### src/hw/stall_prof_defines.svh
`ifndef STALL_PROF_DEFINES_SVH
`define STALL_PROF_DEFINES_SVH

// Reason bits carried through the pipe, index 0 has top priority
`define STALL_NUM_REASONS 19

// Width of each profiling counter, wraps on overflow
`define STALL_CNT_WIDTH 32

// Cycles, retired issues, one per reason, then unknown
`define STALL_NUM_COUNTERS (`STALL_NUM_REASONS + 3)

`endif

### src/hw/stall_prof_pkg.sv
`include "stall_prof_defines.svh"

package stall_prof_pkg;

  // Named reason bits, listed from the top index down to index 0
  typedef struct packed {
    logic iq_full;
    logic ic_invl;
    logic ic_miss;
    logic ic_flush;
    logic ic_atrans;
    logic bp_haz;
    logic ireplay;
    logic realign;
    logic sb_full;
    logic waw_haz;
    logic fu_busy;
    logic raw_haz;
    logic br_haz;
    logic mul_haz;
    logic br_miss;
    logic amo_flush;
    logic csr_flush;
    logic fence;
    logic exception;
  } stall_reason_s;

  // Same word seen as named bits or as a flat vector
  typedef union packed {
    stall_reason_s                 bits;
    logic [`STALL_NUM_REASONS-1:0] vec;
  } stall_reason_u;

  // I$ controller states
  typedef enum logic [2:0] {
    IC_FLUSH       = 3'd0,
    IC_IDLE        = 3'd1,
    IC_READ        = 3'd2,
    IC_MISS        = 3'd3,
    IC_KILL_ATRANS = 3'd4,
    IC_KILL_MISS   = 3'd5
  } icache_state_e;

  typedef logic [`STALL_NUM_COUNTERS-1:0][`STALL_CNT_WIDTH-1:0] prof_counters_t;

endpackage

### src/hw/flush_if.sv
`timescale 1ns/1ps

interface flush_if;
  logic branch_mispredict;
  logic flush_amo;
  logic flush_csr;
  logic exception;
  // Unissued instructions dropped this cycle
  logic flush_unissued;

  modport source (
    output branch_mispredict, flush_amo, flush_csr, exception, flush_unissued
  );

  modport sink (
    input branch_mispredict, flush_amo, flush_csr, exception, flush_unissued
  );
endinterface

### src/hw/icache_stall_decode.sv
`timescale 1ns/1ps

module icache_stall_decode (
  input  stall_prof_pkg::icache_state_e icache_state_q_i,
  input  stall_prof_pkg::icache_state_e icache_state_d_i,
  input  logic                          icache_hit_i,
  input  logic                          icache_flush_d_i,
  input  logic                          icache_rtrn_vld_i,
  input  logic                          ic_miss_i,
  output stall_prof_pkg::stall_reason_u ic_busy_o
);
  import stall_prof_pkg::*;

  logic in_read;
  logic busy_atrans;
  logic busy_flush;
  logic busy_miss;
  logic busy_invl;

  assign in_read = (icache_state_q_i == IC_READ);

  // Address translation pending, or a killed translation draining
  assign busy_atrans = (in_read && (icache_state_d_i inside {IC_READ, IC_KILL_ATRANS}) &&
                        !icache_hit_i) ||
                       (icache_state_q_i == IC_KILL_ATRANS);

  assign busy_flush = (in_read && icache_flush_d_i) || (icache_state_q_i == IC_FLUSH);

  assign busy_miss = (in_read && ic_miss_i) ||
                     (icache_state_q_i inside {IC_MISS, IC_KILL_MISS});

  // Refill return arriving while the cache wants to serve
  assign busy_invl = (icache_state_q_i inside {IC_IDLE, IC_READ}) && icache_rtrn_vld_i;

  // At most one reason, atrans first
  always_comb begin
    ic_busy_o = '0;
    if (busy_atrans) begin
      ic_busy_o.bits.ic_atrans = 1'b1;
    end else if (busy_flush) begin
      ic_busy_o.bits.ic_flush = 1'b1;
    end else if (busy_miss) begin
      ic_busy_o.bits.ic_miss = 1'b1;
    end else if (busy_invl) begin
      ic_busy_o.bits.ic_invl = 1'b1;
    end
  end

endmodule

### src/hw/frontend_stall_pipe.sv
`timescale 1ns/1ps

module frontend_stall_pipe (
  input  logic                          clk_i,
  input  logic                          reset_i,
  flush_if.sink                         flush,
  input  stall_prof_pkg::stall_reason_u ic_busy_i,
  input  logic                          instr_queue_ready_i,
  input  logic                          instr_queue_valid_i,
  input  logic                          fe_bp_valid_i,
  input  logic                          fe_replay_i,
  input  logic                          fe_realign_bubble_i,
  output stall_prof_pkg::stall_reason_u flush_reason_o,
  output stall_prof_pkg::stall_reason_u id_reason_o
);
  import stall_prof_pkg::*;

  stall_reason_u flush_reason;
  stall_reason_u pc_n;
  stall_reason_u pc_r;
  stall_reason_u ic_n;
  stall_reason_u ic_r;
  stall_reason_u re_n;
  stall_reason_u re_r;
  stall_reason_u id_n;
  stall_reason_u id_r;

  // Flush classification, fence only when nothing else explains the flush
  always_comb begin
    flush_reason = '0;
    flush_reason.bits.br_miss   = flush.branch_mispredict;
    flush_reason.bits.amo_flush = flush.flush_amo;
    flush_reason.bits.csr_flush = flush.flush_csr;
    flush_reason.bits.exception = flush.exception;
    flush_reason.bits.fence     = flush.flush_unissued &
                                  ~(flush.branch_mispredict | flush.flush_amo |
                                    flush.flush_csr | flush.exception);
  end

  always_comb begin
    // PC generation
    pc_n = '0;
    pc_n.bits.iq_full = ~instr_queue_ready_i;
    pc_n.bits.bp_haz  = fe_bp_valid_i;
    pc_n.bits.ireplay = fe_replay_i;
    pc_n.vec = pc_n.vec | ic_busy_i.vec | flush_reason.vec;

    // I$ output, a busy cache overrides what came from PC gen
    ic_n = (|ic_busy_i.vec) ? ic_busy_i : pc_r;
    ic_n.bits.bp_haz  = ic_n.bits.bp_haz | fe_bp_valid_i;
    ic_n.bits.ireplay = ic_n.bits.ireplay | fe_replay_i;
    ic_n.vec = ic_n.vec | flush_reason.vec;

    // Instruction queue input
    re_n = ic_r;
    re_n.bits.realign = re_n.bits.realign | fe_realign_bubble_i;
    re_n.vec = re_n.vec | flush_reason.vec;

    // Decode sees nothing to blame when the queue hands out an instruction
    id_n = instr_queue_valid_i ? '0 : re_r;
    id_n.vec = id_n.vec | flush_reason.vec;
  end

  always_ff @(posedge clk_i) begin
    if (reset_i) begin
      pc_r <= '0;
      ic_r <= '0;
      re_r <= '0;
      id_r <= '0;
    end else begin
      pc_r <= pc_n;
      ic_r <= ic_n;
      re_r <= re_n;
      id_r <= id_n;
    end
  end

  assign flush_reason_o = flush_reason;
  assign id_reason_o    = id_r;

endmodule

### src/hw/issue_stall_classify.sv
`timescale 1ns/1ps

module issue_stall_classify (
  input  stall_prof_pkg::stall_reason_u flush_reason_i,
  input  stall_prof_pkg::stall_reason_u id_reason_i,
  input  logic                          is_valid_i,
  input  logic                          is_ack_i,
  input  logic                          is_sb_full_i,
  input  logic                          is_unresolved_branch_i,
  input  logic                          ex_mul_valid_i,
  input  logic                          is_ro_stall_i,
  input  logic                          is_ro_fubusy_i,
  output stall_prof_pkg::stall_reason_u is_reason_o
);
  import stall_prof_pkg::*;

  logic          is_stall;
  logic          known_haz;
  stall_reason_u haz;

  // Instruction waiting at issue but not taken
  assign is_stall = is_valid_i & ~is_ack_i;

  assign known_haz = is_sb_full_i | is_unresolved_branch_i | ex_mul_valid_i |
                     is_ro_stall_i | is_ro_fubusy_i;

  always_comb begin
    haz = '0;
    haz.bits.sb_full = is_stall & is_sb_full_i;
    haz.bits.br_haz  = is_stall & is_unresolved_branch_i;
    haz.bits.mul_haz = is_stall & ex_mul_valid_i;
    haz.bits.raw_haz = is_stall & is_ro_stall_i;
    haz.bits.fu_busy = is_stall & is_ro_fubusy_i;
    // Residual case, assume a write-after-write conflict
    haz.bits.waw_haz = is_stall & ~known_haz;
  end

  assign is_reason_o = id_reason_i.vec | haz.vec | flush_reason_i.vec;

endmodule

### src/hw/stall_counter_bank.sv
`timescale 1ns/1ps
`include "stall_prof_defines.svh"

module stall_counter_bank (
  input  logic                           clk_i,
  input  logic                           reset_i,
  input  logic                           en_i,
  input  logic                           is_ack_i,
  flush_if.sink                          flush,
  input  stall_prof_pkg::stall_reason_u  is_reason_i,
  output stall_prof_pkg::prof_counters_t counters_o
);
  import stall_prof_pkg::*;

  localparam int unsigned reason_base = 2;
  localparam int unsigned unknown_idx = `STALL_NUM_COUNTERS - 1;

  logic                           stall;
  logic [`STALL_NUM_REASONS-1:0]  first_reason;
  logic [`STALL_NUM_COUNTERS-1:0] cnt_inc;
  prof_counters_t                 cnt_r;

  // An acked issue only retires if it was not flushed in the same cycle
  assign stall = ~(is_ack_i & ~flush.flush_unissued);

  // Lowest set bit in one-hot form
  assign first_reason = is_reason_i.vec & (~is_reason_i.vec + 1'b1);

  always_comb begin
    cnt_inc = '0;
    cnt_inc[0] = en_i;
    cnt_inc[1] = en_i & ~stall;
    cnt_inc[reason_base +: `STALL_NUM_REASONS] = {`STALL_NUM_REASONS{en_i & stall}} &
                                                 first_reason;
    // Stall with no reason attached
    cnt_inc[unknown_idx] = en_i & stall & ~(|is_reason_i.vec);
  end

  always_ff @(posedge clk_i) begin
    if (reset_i) begin
      cnt_r <= '0;
    end else begin
      for (int i = 0; i < `STALL_NUM_COUNTERS; i++) begin
        if (cnt_inc[i]) begin
          cnt_r[i] <= cnt_r[i] + `STALL_CNT_WIDTH'(1);
        end
      end
    end
  end

  assign counters_o = cnt_r;

endmodule

### src/hw/stall_profiler.sv
`timescale 1ns/1ps

module stall_profiler (
  input  logic                           clk_i,
  input  logic                           reset_i,
  input  logic                           en_i,

  input  logic                           instr_queue_ready_i,
  input  logic                           instr_queue_valid_i,
  input  logic                           fe_bp_valid_i,
  input  logic                           fe_replay_i,
  input  logic                           fe_realign_bubble_i,

  input  logic [2:0]                     icache_state_q_i,
  input  logic [2:0]                     icache_state_d_i,
  input  logic                           icache_hit_i,
  input  logic                           icache_flush_d_i,
  input  logic                           icache_rtrn_vld_i,
  input  logic                           ic_miss_i,

  input  logic                           branch_mispredict_i,
  input  logic                           flush_amo_i,
  input  logic                           flush_csr_i,
  input  logic                           exception_i,
  input  logic                           flush_unissued_i,

  input  logic                           is_valid_i,
  input  logic                           is_ack_i,
  input  logic                           is_sb_full_i,
  input  logic                           is_unresolved_branch_i,
  input  logic                           ex_mul_valid_i,
  input  logic                           is_ro_stall_i,
  input  logic                           is_ro_fubusy_i,

  output stall_prof_pkg::prof_counters_t data_o
);
  import stall_prof_pkg::*;

  icache_state_e icache_state_q;
  icache_state_e icache_state_d;
  stall_reason_u ic_busy;
  stall_reason_u flush_reason;
  stall_reason_u id_reason;
  stall_reason_u is_reason;

  flush_if flush_bus ();

  assign flush_bus.branch_mispredict = branch_mispredict_i;
  assign flush_bus.flush_amo         = flush_amo_i;
  assign flush_bus.flush_csr         = flush_csr_i;
  assign flush_bus.exception         = exception_i;
  assign flush_bus.flush_unissued    = flush_unissued_i;

  assign icache_state_q = icache_state_e'(icache_state_q_i);
  assign icache_state_d = icache_state_e'(icache_state_d_i);

  icache_stall_decode icache_stall_decode_inst (
    .icache_state_q_i  (icache_state_q),
    .icache_state_d_i  (icache_state_d),
    .icache_hit_i      (icache_hit_i),
    .icache_flush_d_i  (icache_flush_d_i),
    .icache_rtrn_vld_i (icache_rtrn_vld_i),
    .ic_miss_i         (ic_miss_i),
    .ic_busy_o         (ic_busy)
  );

  frontend_stall_pipe frontend_stall_pipe_inst (
    .clk_i               (clk_i),
    .reset_i             (reset_i),
    .flush               (flush_bus.sink),
    .ic_busy_i           (ic_busy),
    .instr_queue_ready_i (instr_queue_ready_i),
    .instr_queue_valid_i (instr_queue_valid_i),
    .fe_bp_valid_i       (fe_bp_valid_i),
    .fe_replay_i         (fe_replay_i),
    .fe_realign_bubble_i (fe_realign_bubble_i),
    .flush_reason_o      (flush_reason),
    .id_reason_o         (id_reason)
  );

  issue_stall_classify issue_stall_classify_inst (
    .flush_reason_i         (flush_reason),
    .id_reason_i            (id_reason),
    .is_valid_i             (is_valid_i),
    .is_ack_i               (is_ack_i),
    .is_sb_full_i           (is_sb_full_i),
    .is_unresolved_branch_i (is_unresolved_branch_i),
    .ex_mul_valid_i         (ex_mul_valid_i),
    .is_ro_stall_i          (is_ro_stall_i),
    .is_ro_fubusy_i         (is_ro_fubusy_i),
    .is_reason_o            (is_reason)
  );

  stall_counter_bank stall_counter_bank_inst (
    .clk_i       (clk_i),
    .reset_i     (reset_i),
    .en_i        (en_i),
    .is_ack_i    (is_ack_i),
    .flush       (flush_bus.sink),
    .is_reason_i (is_reason),
    .counters_o  (data_o)
  );

endmodule

### config.mk
export PLATFORM = sky130hd
export DESIGN_NAME = stall_profiler
export DESIGN_NICKNAME = d
export VERILOG_FILES = /design/src/hw/stall_prof_pkg.sv /design/src/hw/flush_if.sv /design/src/hw/icache_stall_decode.sv /design/src/hw/frontend_stall_pipe.sv /design/src/hw/issue_stall_classify.sv /design/src/hw/stall_counter_bank.sv /design/src/hw/stall_profiler.sv
export VERILOG_INCLUDE_DIRS = /design/src /design/src/hw
export SDC_FILE = /design/constraint.sdc
export NUM_CORES = 1
export LEC_CHECK = 0
export CAP_MARGIN = 20
export CORE_ASPECT_RATIO = 2
export CORE_MARGIN = 1
export CORE_UTILIZATION = 34
export CTS_BUF_LIST = sky130_fd_sc_hd__clkbuf_8
export DETAILED_ROUTE_END_ITERATION = 12
export DONT_BUFFER_PORTS = 1
export PLACE_DENSITY_LB_ADDON = 0.25
export SLEW_MARGIN = 20
export SYNTH_ARGS = -nofsm -noshare
export SYNTH_HDL_FRONTEND = slang
export SYNTH_SLANG_ARGS = --single-unit
### constraint.sdc
create_clock -name clk_i -period 3.33 [get_ports clk_i]
set_input_delay 0.4995 -clock clk_i [delete_from_list [all_inputs] [get_ports clk_i]]
set_output_delay 0.4995 -clock clk_i [all_outputs]
set_load 0.02 [all_outputs]
==> impl_summary.log, run 1 <==
INFO  metric run_status = finished, violations left
INFO  metric failing_checks = max-slew violations
INFO  metric finClkSkew = 36.77 ps
INFO  metric floorplan.die_area = 105,600 um2
INFO  metric filler_cell_count = 10,330
INFO  metric syn_avg_cell_area = 8.260 um2
INFO  metric core = 103,400 um2
INFO  metric route.detailed.wl_per_inst = 21.00 um
INFO  metric io_buffers = 0
INFO  metric post_synthesis_sequential_area_ratio = 0.4262
INFO  metric timing.hold.worst.class = input pin to register
INFO  metric wl = 133,300 um
INFO  metric tritoncts = yes
INFO  metric die_height = 458.5 um
INFO  metric hold_viol = 0
INFO  metric grt_max_degree = 561
INFO  metric irDropWorstVdd = 0.2954 mV
INFO  metric syn_area = 35,420 um2
INFO  metric power.density = 392.6 nW/um2
INFO  metric leakage = 0.01599 uW
INFO  metric synth_warnings = 0
INFO  metric drt_first_pass_iters = 5
INFO  metric globalRoute.totalOverflow = 0
INFO  metric cts-buffers-inserted = 116
INFO  metric floorplan.initialDensity = 0.3425
INFO  metric detail_route.iter0.violations = 1,877
INFO  metric final.period_utilization = 0.9788
INFO  metric antenna_violations_before_repair = 10
INFO  metric synth.distinct_cells = 54
INFO  metric maxCapViolCount = 0
INFO  metric ys_ff_latch = 754
INFO  metric slew_viol_final = 259
INFO  metric timing.slew.headroom = -0.7453
INFO  metric fmaxAchievable = 0.3068 GHz
INFO  metric register_area = 15,100 um2
INFO  metric detail-route-antenna-nets = 0
INFO  metric syn-instance-count = 4,288
INFO  metric worstSetupPathType = register to register
INFO  metric detailed_place.area = 37,350 um2
INFO  metric final_nets = 4,955
INFO  metric final.min_clock_period = 3259 ps
INFO  metric startpoint_type = register
INFO  metric place.detailed.hpwl = 90,660 um
INFO  metric worst_pin_slew = 2618 ps
INFO  metric asyncSetResetFlopFracSynth = 0
INFO  metric count_of_flip_flops_with_a_built_in_enable_after_synthesis = 0
INFO  metric finalWeightedCongestion = 0.8589
INFO  metric cts.htree.levels = 3
INFO  metric root_buffer_selected_by_cts = sky130_fd_sc_hd__clkbuf_8
INFO  metric die_width = 230.2 um
INFO  metric grt_first_pass_wirelength = 202,300 um
INFO  metric vias_per_cell = 5.644
INFO  metric synth.net_count = 4,340
INFO  metric grt_usage = 0.2425
INFO  metric drt_drc_violations_left = 0
INFO  metric clock_insertion_delay_worst_skew = 820 ps
INFO  metric number_of_global_route_vias_before_repair = 35,090
INFO  metric maximum_net_fanout_on_the_critical_path = 24
INFO  metric layout-drive-gt1-share = 0.08422
INFO  metric clock-sinks = 754
INFO  metric fp-row-count = 167
INFO  metric ys_dominant_reg_cell = sky130_fd_sc_hd__dfxtp_1
INFO  metric areaGrowthSynthToFinish = 29.24%
INFO  metric io-pin-count = 734
INFO  metric grt_setup_unrepaired = no
INFO  metric final.setup.worst_slack = 70.52 ps
INFO  metric clk_path_buf_depth = 3
INFO  metric cp_data_required_time = 4060 ps
INFO  metric vias = 35,800
INFO  metric report.final.setup_viol = 0
INFO  metric postLayoutCellArea = 45,780 um2
INFO  metric pre_cts_ws = -191.8 ps
INFO  metric worst-endpoint-arrival = 3990 ps
INFO  metric end_kind = register
INFO  metric total_area_of_multi_input_combinational_cells = 19,110 um2
INFO  metric cts.clk_slew.worst_paths = 70 ps
-- where the power goes --
part	internal, uW	leakage (uW)	switching (uW)
Sequential	9050	0.00608	35.4
Combinational	130	0.00853	251
Clock	4520	0.00138	3980
Total	13700	0.0160	4270
-- path summary, 6_finish.rpt --
path	end	cells past startpoint	slack, ps	startpoint
worst min-delay path	frontend_stall_pipe_inst.id_reason_o[0]	2	120	instr_queue_valid_i
worst max-delay path	stall_counter_bank_inst.counters_o[594]	7	70	frontend_stall_pipe_inst.id_reason_o[11]
worst max register to register	stall_counter_bank_inst.counters_o[594]	7	70	frontend_stall_pipe_inst.id_reason_o[11]
worst min register to register	frontend_stall_pipe_inst.id_reason_o[0]	1	410	frontend_stall_pipe_inst.re_r[0]
-- placed cells by master (no fill, tap or decap), types with 14 or more instances in the layout --
master                          count
sky130_fd_sc_hd__a21o_1            24
sky130_fd_sc_hd__a21oi_1          420
sky130_fd_sc_hd__a31o_2            14
sky130_fd_sc_hd__and2_1            39
sky130_fd_sc_hd__and3_1            52
sky130_fd_sc_hd__and4_1            70
sky130_fd_sc_hd__buf_4            148
sky130_fd_sc_hd__clkbuf_8         145
sky130_fd_sc_hd__dfxtp_1          752
sky130_fd_sc_hd__dlygate4sd3_1    571
sky130_fd_sc_hd__ha_1              22
sky130_fd_sc_hd__inv_1            157
sky130_fd_sc_hd__mux2_2            20
sky130_fd_sc_hd__mux2i_1           14
sky130_fd_sc_hd__nand2_1          248
sky130_fd_sc_hd__nand3_1          247
sky130_fd_sc_hd__nand4_1          230
sky130_fd_sc_hd__nor2_1           362
sky130_fd_sc_hd__nor2b_1           39
sky130_fd_sc_hd__nor3_1            95
sky130_fd_sc_hd__nor4_1           117
sky130_fd_sc_hd__nor4b_1           15
sky130_fd_sc_hd__o21ai_0          217
sky130_fd_sc_hd__o31ai_1          168
sky130_fd_sc_hd__or3_1            220
sky130_fd_sc_hd__or4_1            185
sky130_fd_sc_hd__xnor2_1          167
sky130_fd_sc_hd__xor2_1            84
-- logic make-up (layout without fill, tap and decap cells) --
logic type,count (synthesis),in the layout,share of synthesized area
flops,754,754,0.4262
xor+xnor,251,251,0.06207
mux,34,34,0.01031
other cells,0,5,0
buf+inv,353,1052,0.03826
fa+ha+maj,22,22,0.007771
compound gates,868,868,0.1403
simple gates,2006,2006,0.3152
-- synth_stat cells (all sizes together) (128+ instances only) --
| master | instances | area (um2) |
|---|---|---|
| dfxtp | 754 | 15090 |
| a21oi | 421 | 2107 |
| nor2 | 364 | 1366 |
| nand3 | 252 | 1261 |
| nand2 | 248 | 930.9 |
| nand4 | 230 | 1439 |
| or3 | 220 | 1376 |
| o21ai | 218 | 1091 |
| clkbuf | 211 | 792.0 |
| or4 | 191 | 1441 |
| o31ai | 168 | 1261 |
| xnor2 | 167 | 1463 |
| nor4 | 128 | 834.6 |
-- registers in the layout (all words and copies together) (netlist names) --
register,flops
frontend_stall_pipe_inst.ic_r,12
frontend_stall_pipe_inst.id_reason_o,13
frontend_stall_pipe_inst.pc_r,12
frontend_stall_pipe_inst.re_r,13
stall_counter_bank_inst.counters_o,704
-- timing repair --
item	4_1_cts	5_1_grt
gates resized for setup	1	19
cloned	0	1
buffers inserted	0	16
hold buffers	572	0
endpoints found under the setup margin	6	129
pin swaps	0	4
hold endpoints to repair	740	0
-- worst max-delay path, cell delays in order (launching register included) --
cell and delay (ps):
sky130_fd_sc_hd__dfxtp_1 390, sky130_fd_sc_hd__or4_1 730, sky130_fd_sc_hd__nor4_1 410, sky130_fd_sc_hd__nand4_1 150, sky130_fd_sc_hd__buf_4 230, sky130_fd_sc_hd__or4_1 520
sky130_fd_sc_hd__a21oi_1 150, sky130_fd_sc_hd__dlygate4sd3_1 610
-- cell type report --
cell class,count,area share
Multi-Input combinational cell,3181,0.4175
Sequential cell,754,0.3298
Timing Repair Buffer,726,0.1514
Clock buffer,145,0.04359
Tap cell,1352,0.03695
Clock inverter,57,0.01028
Inverter,124,0.01017
Antenna cell,5,0.0002733
-- metrics by stage --
step	instances	hold slack, ps	util	setup TNS (ps)	total power, uW
detailed placement	5548	407.9	0.3611	-2272	9555
CTS	6322	0.2837	0.4405	0	18270
finish	6344	122.4	0.4426	0	17970
floorplan	4288	403.2	-	0	9548
global route	6342	100.5	0.4425	0	18660
global placement	5548	406.9	0.3611	-1833	9553
-- layer usage --
| metal | track usage | wire length, um | part of all wire |
|---|---|---|---|
| met4 | 0.1092 | 5606 | 0.042 |
| met2 | 0.4335 | 66100 | 0.50 |
| met1 | 0.2400 | 47370 | 0.36 |
| met5 | 0 | 47 | 0.00035 |
| met3 | 0.1039 | 14130 | 0.11 |
No activity file was read; power rests on OpenSTA's default activity.
==> run 2, diff against run 1 <==
--- a/config.mk
+++ b/config.mk
@@ -7,7 +7,7 @@
 export NUM_CORES = 1
 export LEC_CHECK = 0
 export CAP_MARGIN = 20
-export CORE_ASPECT_RATIO = 2
+export CORE_ASPECT_RATIO = 0.7
 export CORE_MARGIN = 1
 export CORE_UTILIZATION = 34
 export CTS_BUF_LIST = sky130_fd_sc_hd__clkbuf_8
==> constraint.sdc (replaced) <==
create_clock -name clk_i -period 2.9 [get_ports clk_i]
set_input_delay 0.435 -clock clk_i [delete_from_list [all_inputs] [get_ports clk_i]]
set_output_delay 0.435 -clock clk_i [all_outputs]
set_load 0.02 [all_outputs]
==> run 2 against run 1 <==
  * The flow finishes with violations (negative hold slack, max-slew violations, negative setup slack)
  * Global-route usage down 0.21 points
  * Die area is essentially flat
  * Non-clock buffer count rose by 23
  * Fmax up 9.8%
  * Utilization increased by 0.58 points
  * Via count grew 0.63%
  * Power increased by 19%
  * Clock power is 23% higher
  * Register-to-register slack worse by 140 ps
  * Clock-buffer cell count increased by 32
==> impl_summary.log, run 2 (same netlist as run 1, synthesis figures left out) <==
INFO  metric worst_path_cell_chain = or4_4, buf_6, nor4_2, buf_4, and3_1, a31o_2, a21oi_1, dlygate4sd3_1
INFO  metric end_kind = register
INFO  metric detail_route.iter0.violations = 2,444
INFO  metric core = 102,600 um2
INFO  metric cts.htree.levels = 4
INFO  metric floorplan.die_area = 105,500 um2
INFO  metric io_buffers = 0
INFO  metric finClkSkew = 38.77 ps
INFO  metric power.density = 465.0 nW/um2
INFO  metric vias = 36,030
INFO  metric irDropWorstVdd = 0.3374 mV
INFO  metric root_buffer_selected_by_cts = sky130_fd_sc_hd__clkbuf_8
INFO  metric number_of_global_route_vias_before_repair = 32,530
INFO  metric critical_path.reg2reg.endpoint = stall_counter_bank_inst.counters_o[479]
INFO  metric min_delay_path_depth = 1
INFO  metric startpoint_type = register
INFO  metric postLayoutCellArea = 46,020 um2
INFO  metric hold-path-endpoint = stall_counter_bank_inst.counters_o[404]
INFO  metric grt_first_pass_wirelength = 201,100 um
INFO  metric tritoncts = yes
INFO  metric cts-buffers-inserted = 134
INFO  metric layout.cells.most_common = sky130_fd_sc_hd__dfxtp_1
INFO  metric cts.clk_slew.worst_paths = 60 ps
INFO  metric finalWeightedCongestion = 0.8709
INFO  metric globalRoute.totalOverflow = 0
INFO  metric final.period_utilization = 1.024
INFO  metric rr_worst_depth = 8
INFO  metric most_frequent_cells_in_the_layout = 747 x sky130_fd_sc_hd__dfxtp_1, 419 x sky130_fd_sc_hd__a21oi_1, 400 x sky130_fd_sc_hd__dlygate4sd3_1
INFO  metric failing_checks = negative hold slack, max-slew violations, negative setup slack
INFO  metric grt_max_degree = 756
INFO  metric worst_hold_slack = -265.0 ps
INFO  metric worst_pin_slew = 2837 ps
INFO  metric route.detailed.wl_per_inst = 20.90 um
INFO  metric holdCritStartpoint = reset_i
INFO  metric slew_viol_final = 502
INFO  metric floorplan.initialDensity = 0.3451
INFO  metric drt_first_pass_iters = 6
INFO  metric grt_setup_unrepaired = yes
INFO  metric die_width = 387.8 um
INFO  metric detail-route-antenna-nets = 0
INFO  metric worstSetupPathType = register to register
INFO  metric hold_viol = 13
INFO  metric clock_insertion_delay_worst_skew = 820 ps
INFO  metric maximum_net_fanout_on_the_critical_path = 13
INFO  metric timing.slew.headroom = -0.8910
INFO  metric run_status = finished, violations left
INFO  metric cpMaxStageDelayCell = sky130_fd_sc_hd__dlygate4sd3_1
INFO  metric timing.critical_path.slowest_cell_delay = 680 ps
INFO  metric report.final.setup_viol = 9
INFO  metric reg2reg_slack = -70 ps
INFO  metric finalSetupTns = -191.7 ps
INFO  metric fmaxAchievable = 0.3367 GHz
INFO  metric final_nets = 4,996
INFO  metric worst-endpoint-arrival = 3670 ps
INFO  metric grt_usage = 0.2404
INFO  metric io-pin-count = 734
INFO  metric place.detailed.hpwl = 92,260 um
INFO  metric antenna_violations_before_repair = 3
INFO  metric detailed_place.area = 38,780 um2
INFO  metric areaGrowthSynthToFinish = 29.93%
INFO  metric fp-row-count = 98
INFO  metric maxCapViolCount = 0
INFO  metric die_height = 272.0 um
INFO  metric p_total = 21,400 uW
INFO  metric cp_data_required_time = 3600 ps
INFO  metric wl = 133,700 um
INFO  metric timing.hold.worst.class = input pin to register
INFO  metric leakage = 0.01602 uW
INFO  metric vias_per_cell = 5.631
INFO  metric clock-sinks = 754
INFO  metric final.min_clock_period = 2970 ps
INFO  metric largest_register_ff_count = 704
INFO  metric drt_drc_violations_left = 0
INFO  metric clk_path_buf_depth = 3
INFO  metric final.setup.worst_slack = -69.61 ps
INFO  metric regToRegStartpoint = frontend_stall_pipe_inst.id_reason_o[4]
INFO  metric layout-drive-gt1-share = 0.1310
## run 2: cell count changes in the layout (fill, tap and decap cells not counted), moves of 6 or more
cell,change
sky130_fd_sc_hd__buf_4,+182
sky130_fd_sc_hd__buf_12,+6
sky130_fd_sc_hd__clkbuf_8,+32
sky130_fd_sc_hd__dlygate4sd3_1,-171
sky130_fd_sc_hd__buf_6,+6
## run 2: per-stage QoR
stage / setup WS (ps) / hold slack (ps) / instances / util
global placement: -22.33 / 407.6 / 5729 / 0.3779
floorplan: 26.36 / 403.2 / 4288 / -
finish: -69.61 / -265.0 / 6399 / 0.4484
CTS: 11.69 / -362.7 / 6337 / 0.4414
detailed placement: -16.96 / 409.7 / 5729 / 0.3779
global route: -57.57 / -353.9 / 6397 / 0.4484
## run 2: layout make-up
cell class / instances / area (um2)
repair buffers: 749 / 6759
fillers: 10060 / 56610
clock inverters: 60 / 366.6
inverters: 124 / 465.4
multi-input cells: 3181 / 19190
diodes: 4 / 10.01
clock buffers: 177 / 2436
well taps: 1350 / 1689
flip-flops and latches: 754 / 15100
## run 2: repair_timing
action	4_1_cts	5_1_grt
buffers inserted	0	27
setup endpoints to repair	0	107
hold buffers	371	29
hold endpoints to repair	753	392
resized for setup	0	44
## run 2: critical path, delay by kind of cell, from the launching register on
kind	cells	cell delay [ps]
flip-flops	1	340
AO/OA/AOI/OAI	2	230
AND/OR/NAND/NOR	3	1210
buffers and inverters	3	1100
## run 2: how the worst max path moves through the flow
stage / start / endpoint / slack [ps]
after floorplan: flush_amo_i / stall_counter_bank_inst.counters_o[339] / 30
after global placement: flush_csr_i / stall_counter_bank_inst.counters_o[671] / -20
after detailed placement: flush_csr_i / stall_counter_bank_inst.counters_o[671] / -20
after CTS: frontend_stall_pipe_inst.id_reason_o[2] / stall_counter_bank_inst.counters_o[241] / 10
after global routing: frontend_stall_pipe_inst.id_reason_o[4] / stall_counter_bank_inst.counters_o[398] / -60
final: frontend_stall_pipe_inst.id_reason_o[4] / stall_counter_bank_inst.counters_o[479] / -70
## run 2: per-layer routing
| metal | vias up | track usage | share of wire |
|---|---|---|---|
| met4 | 0 | 0.08709 | 0.034 |
| li1 | 17260 | - | - |
| met2 | 1142 | 0.3815 | 0.45 |
| met3 | 258 | 0.06499 | 0.074 |
| met5 | - | 0 | 0 |
| met1 | 17370 | 0.3121 | 0.44 |
## run 2: power breakdown
part / total [uW] / leakage (uW) / switching (uW) / internal [uW]
registers: 10400 / 0.00608 / 27.5 / 10400
clock network: 10500 / 0.00158 / 4790 / 5730
logic: 460 / 0.00836 / 264 / 197
total: 21400 / 0.0160 / 5080 / 16300
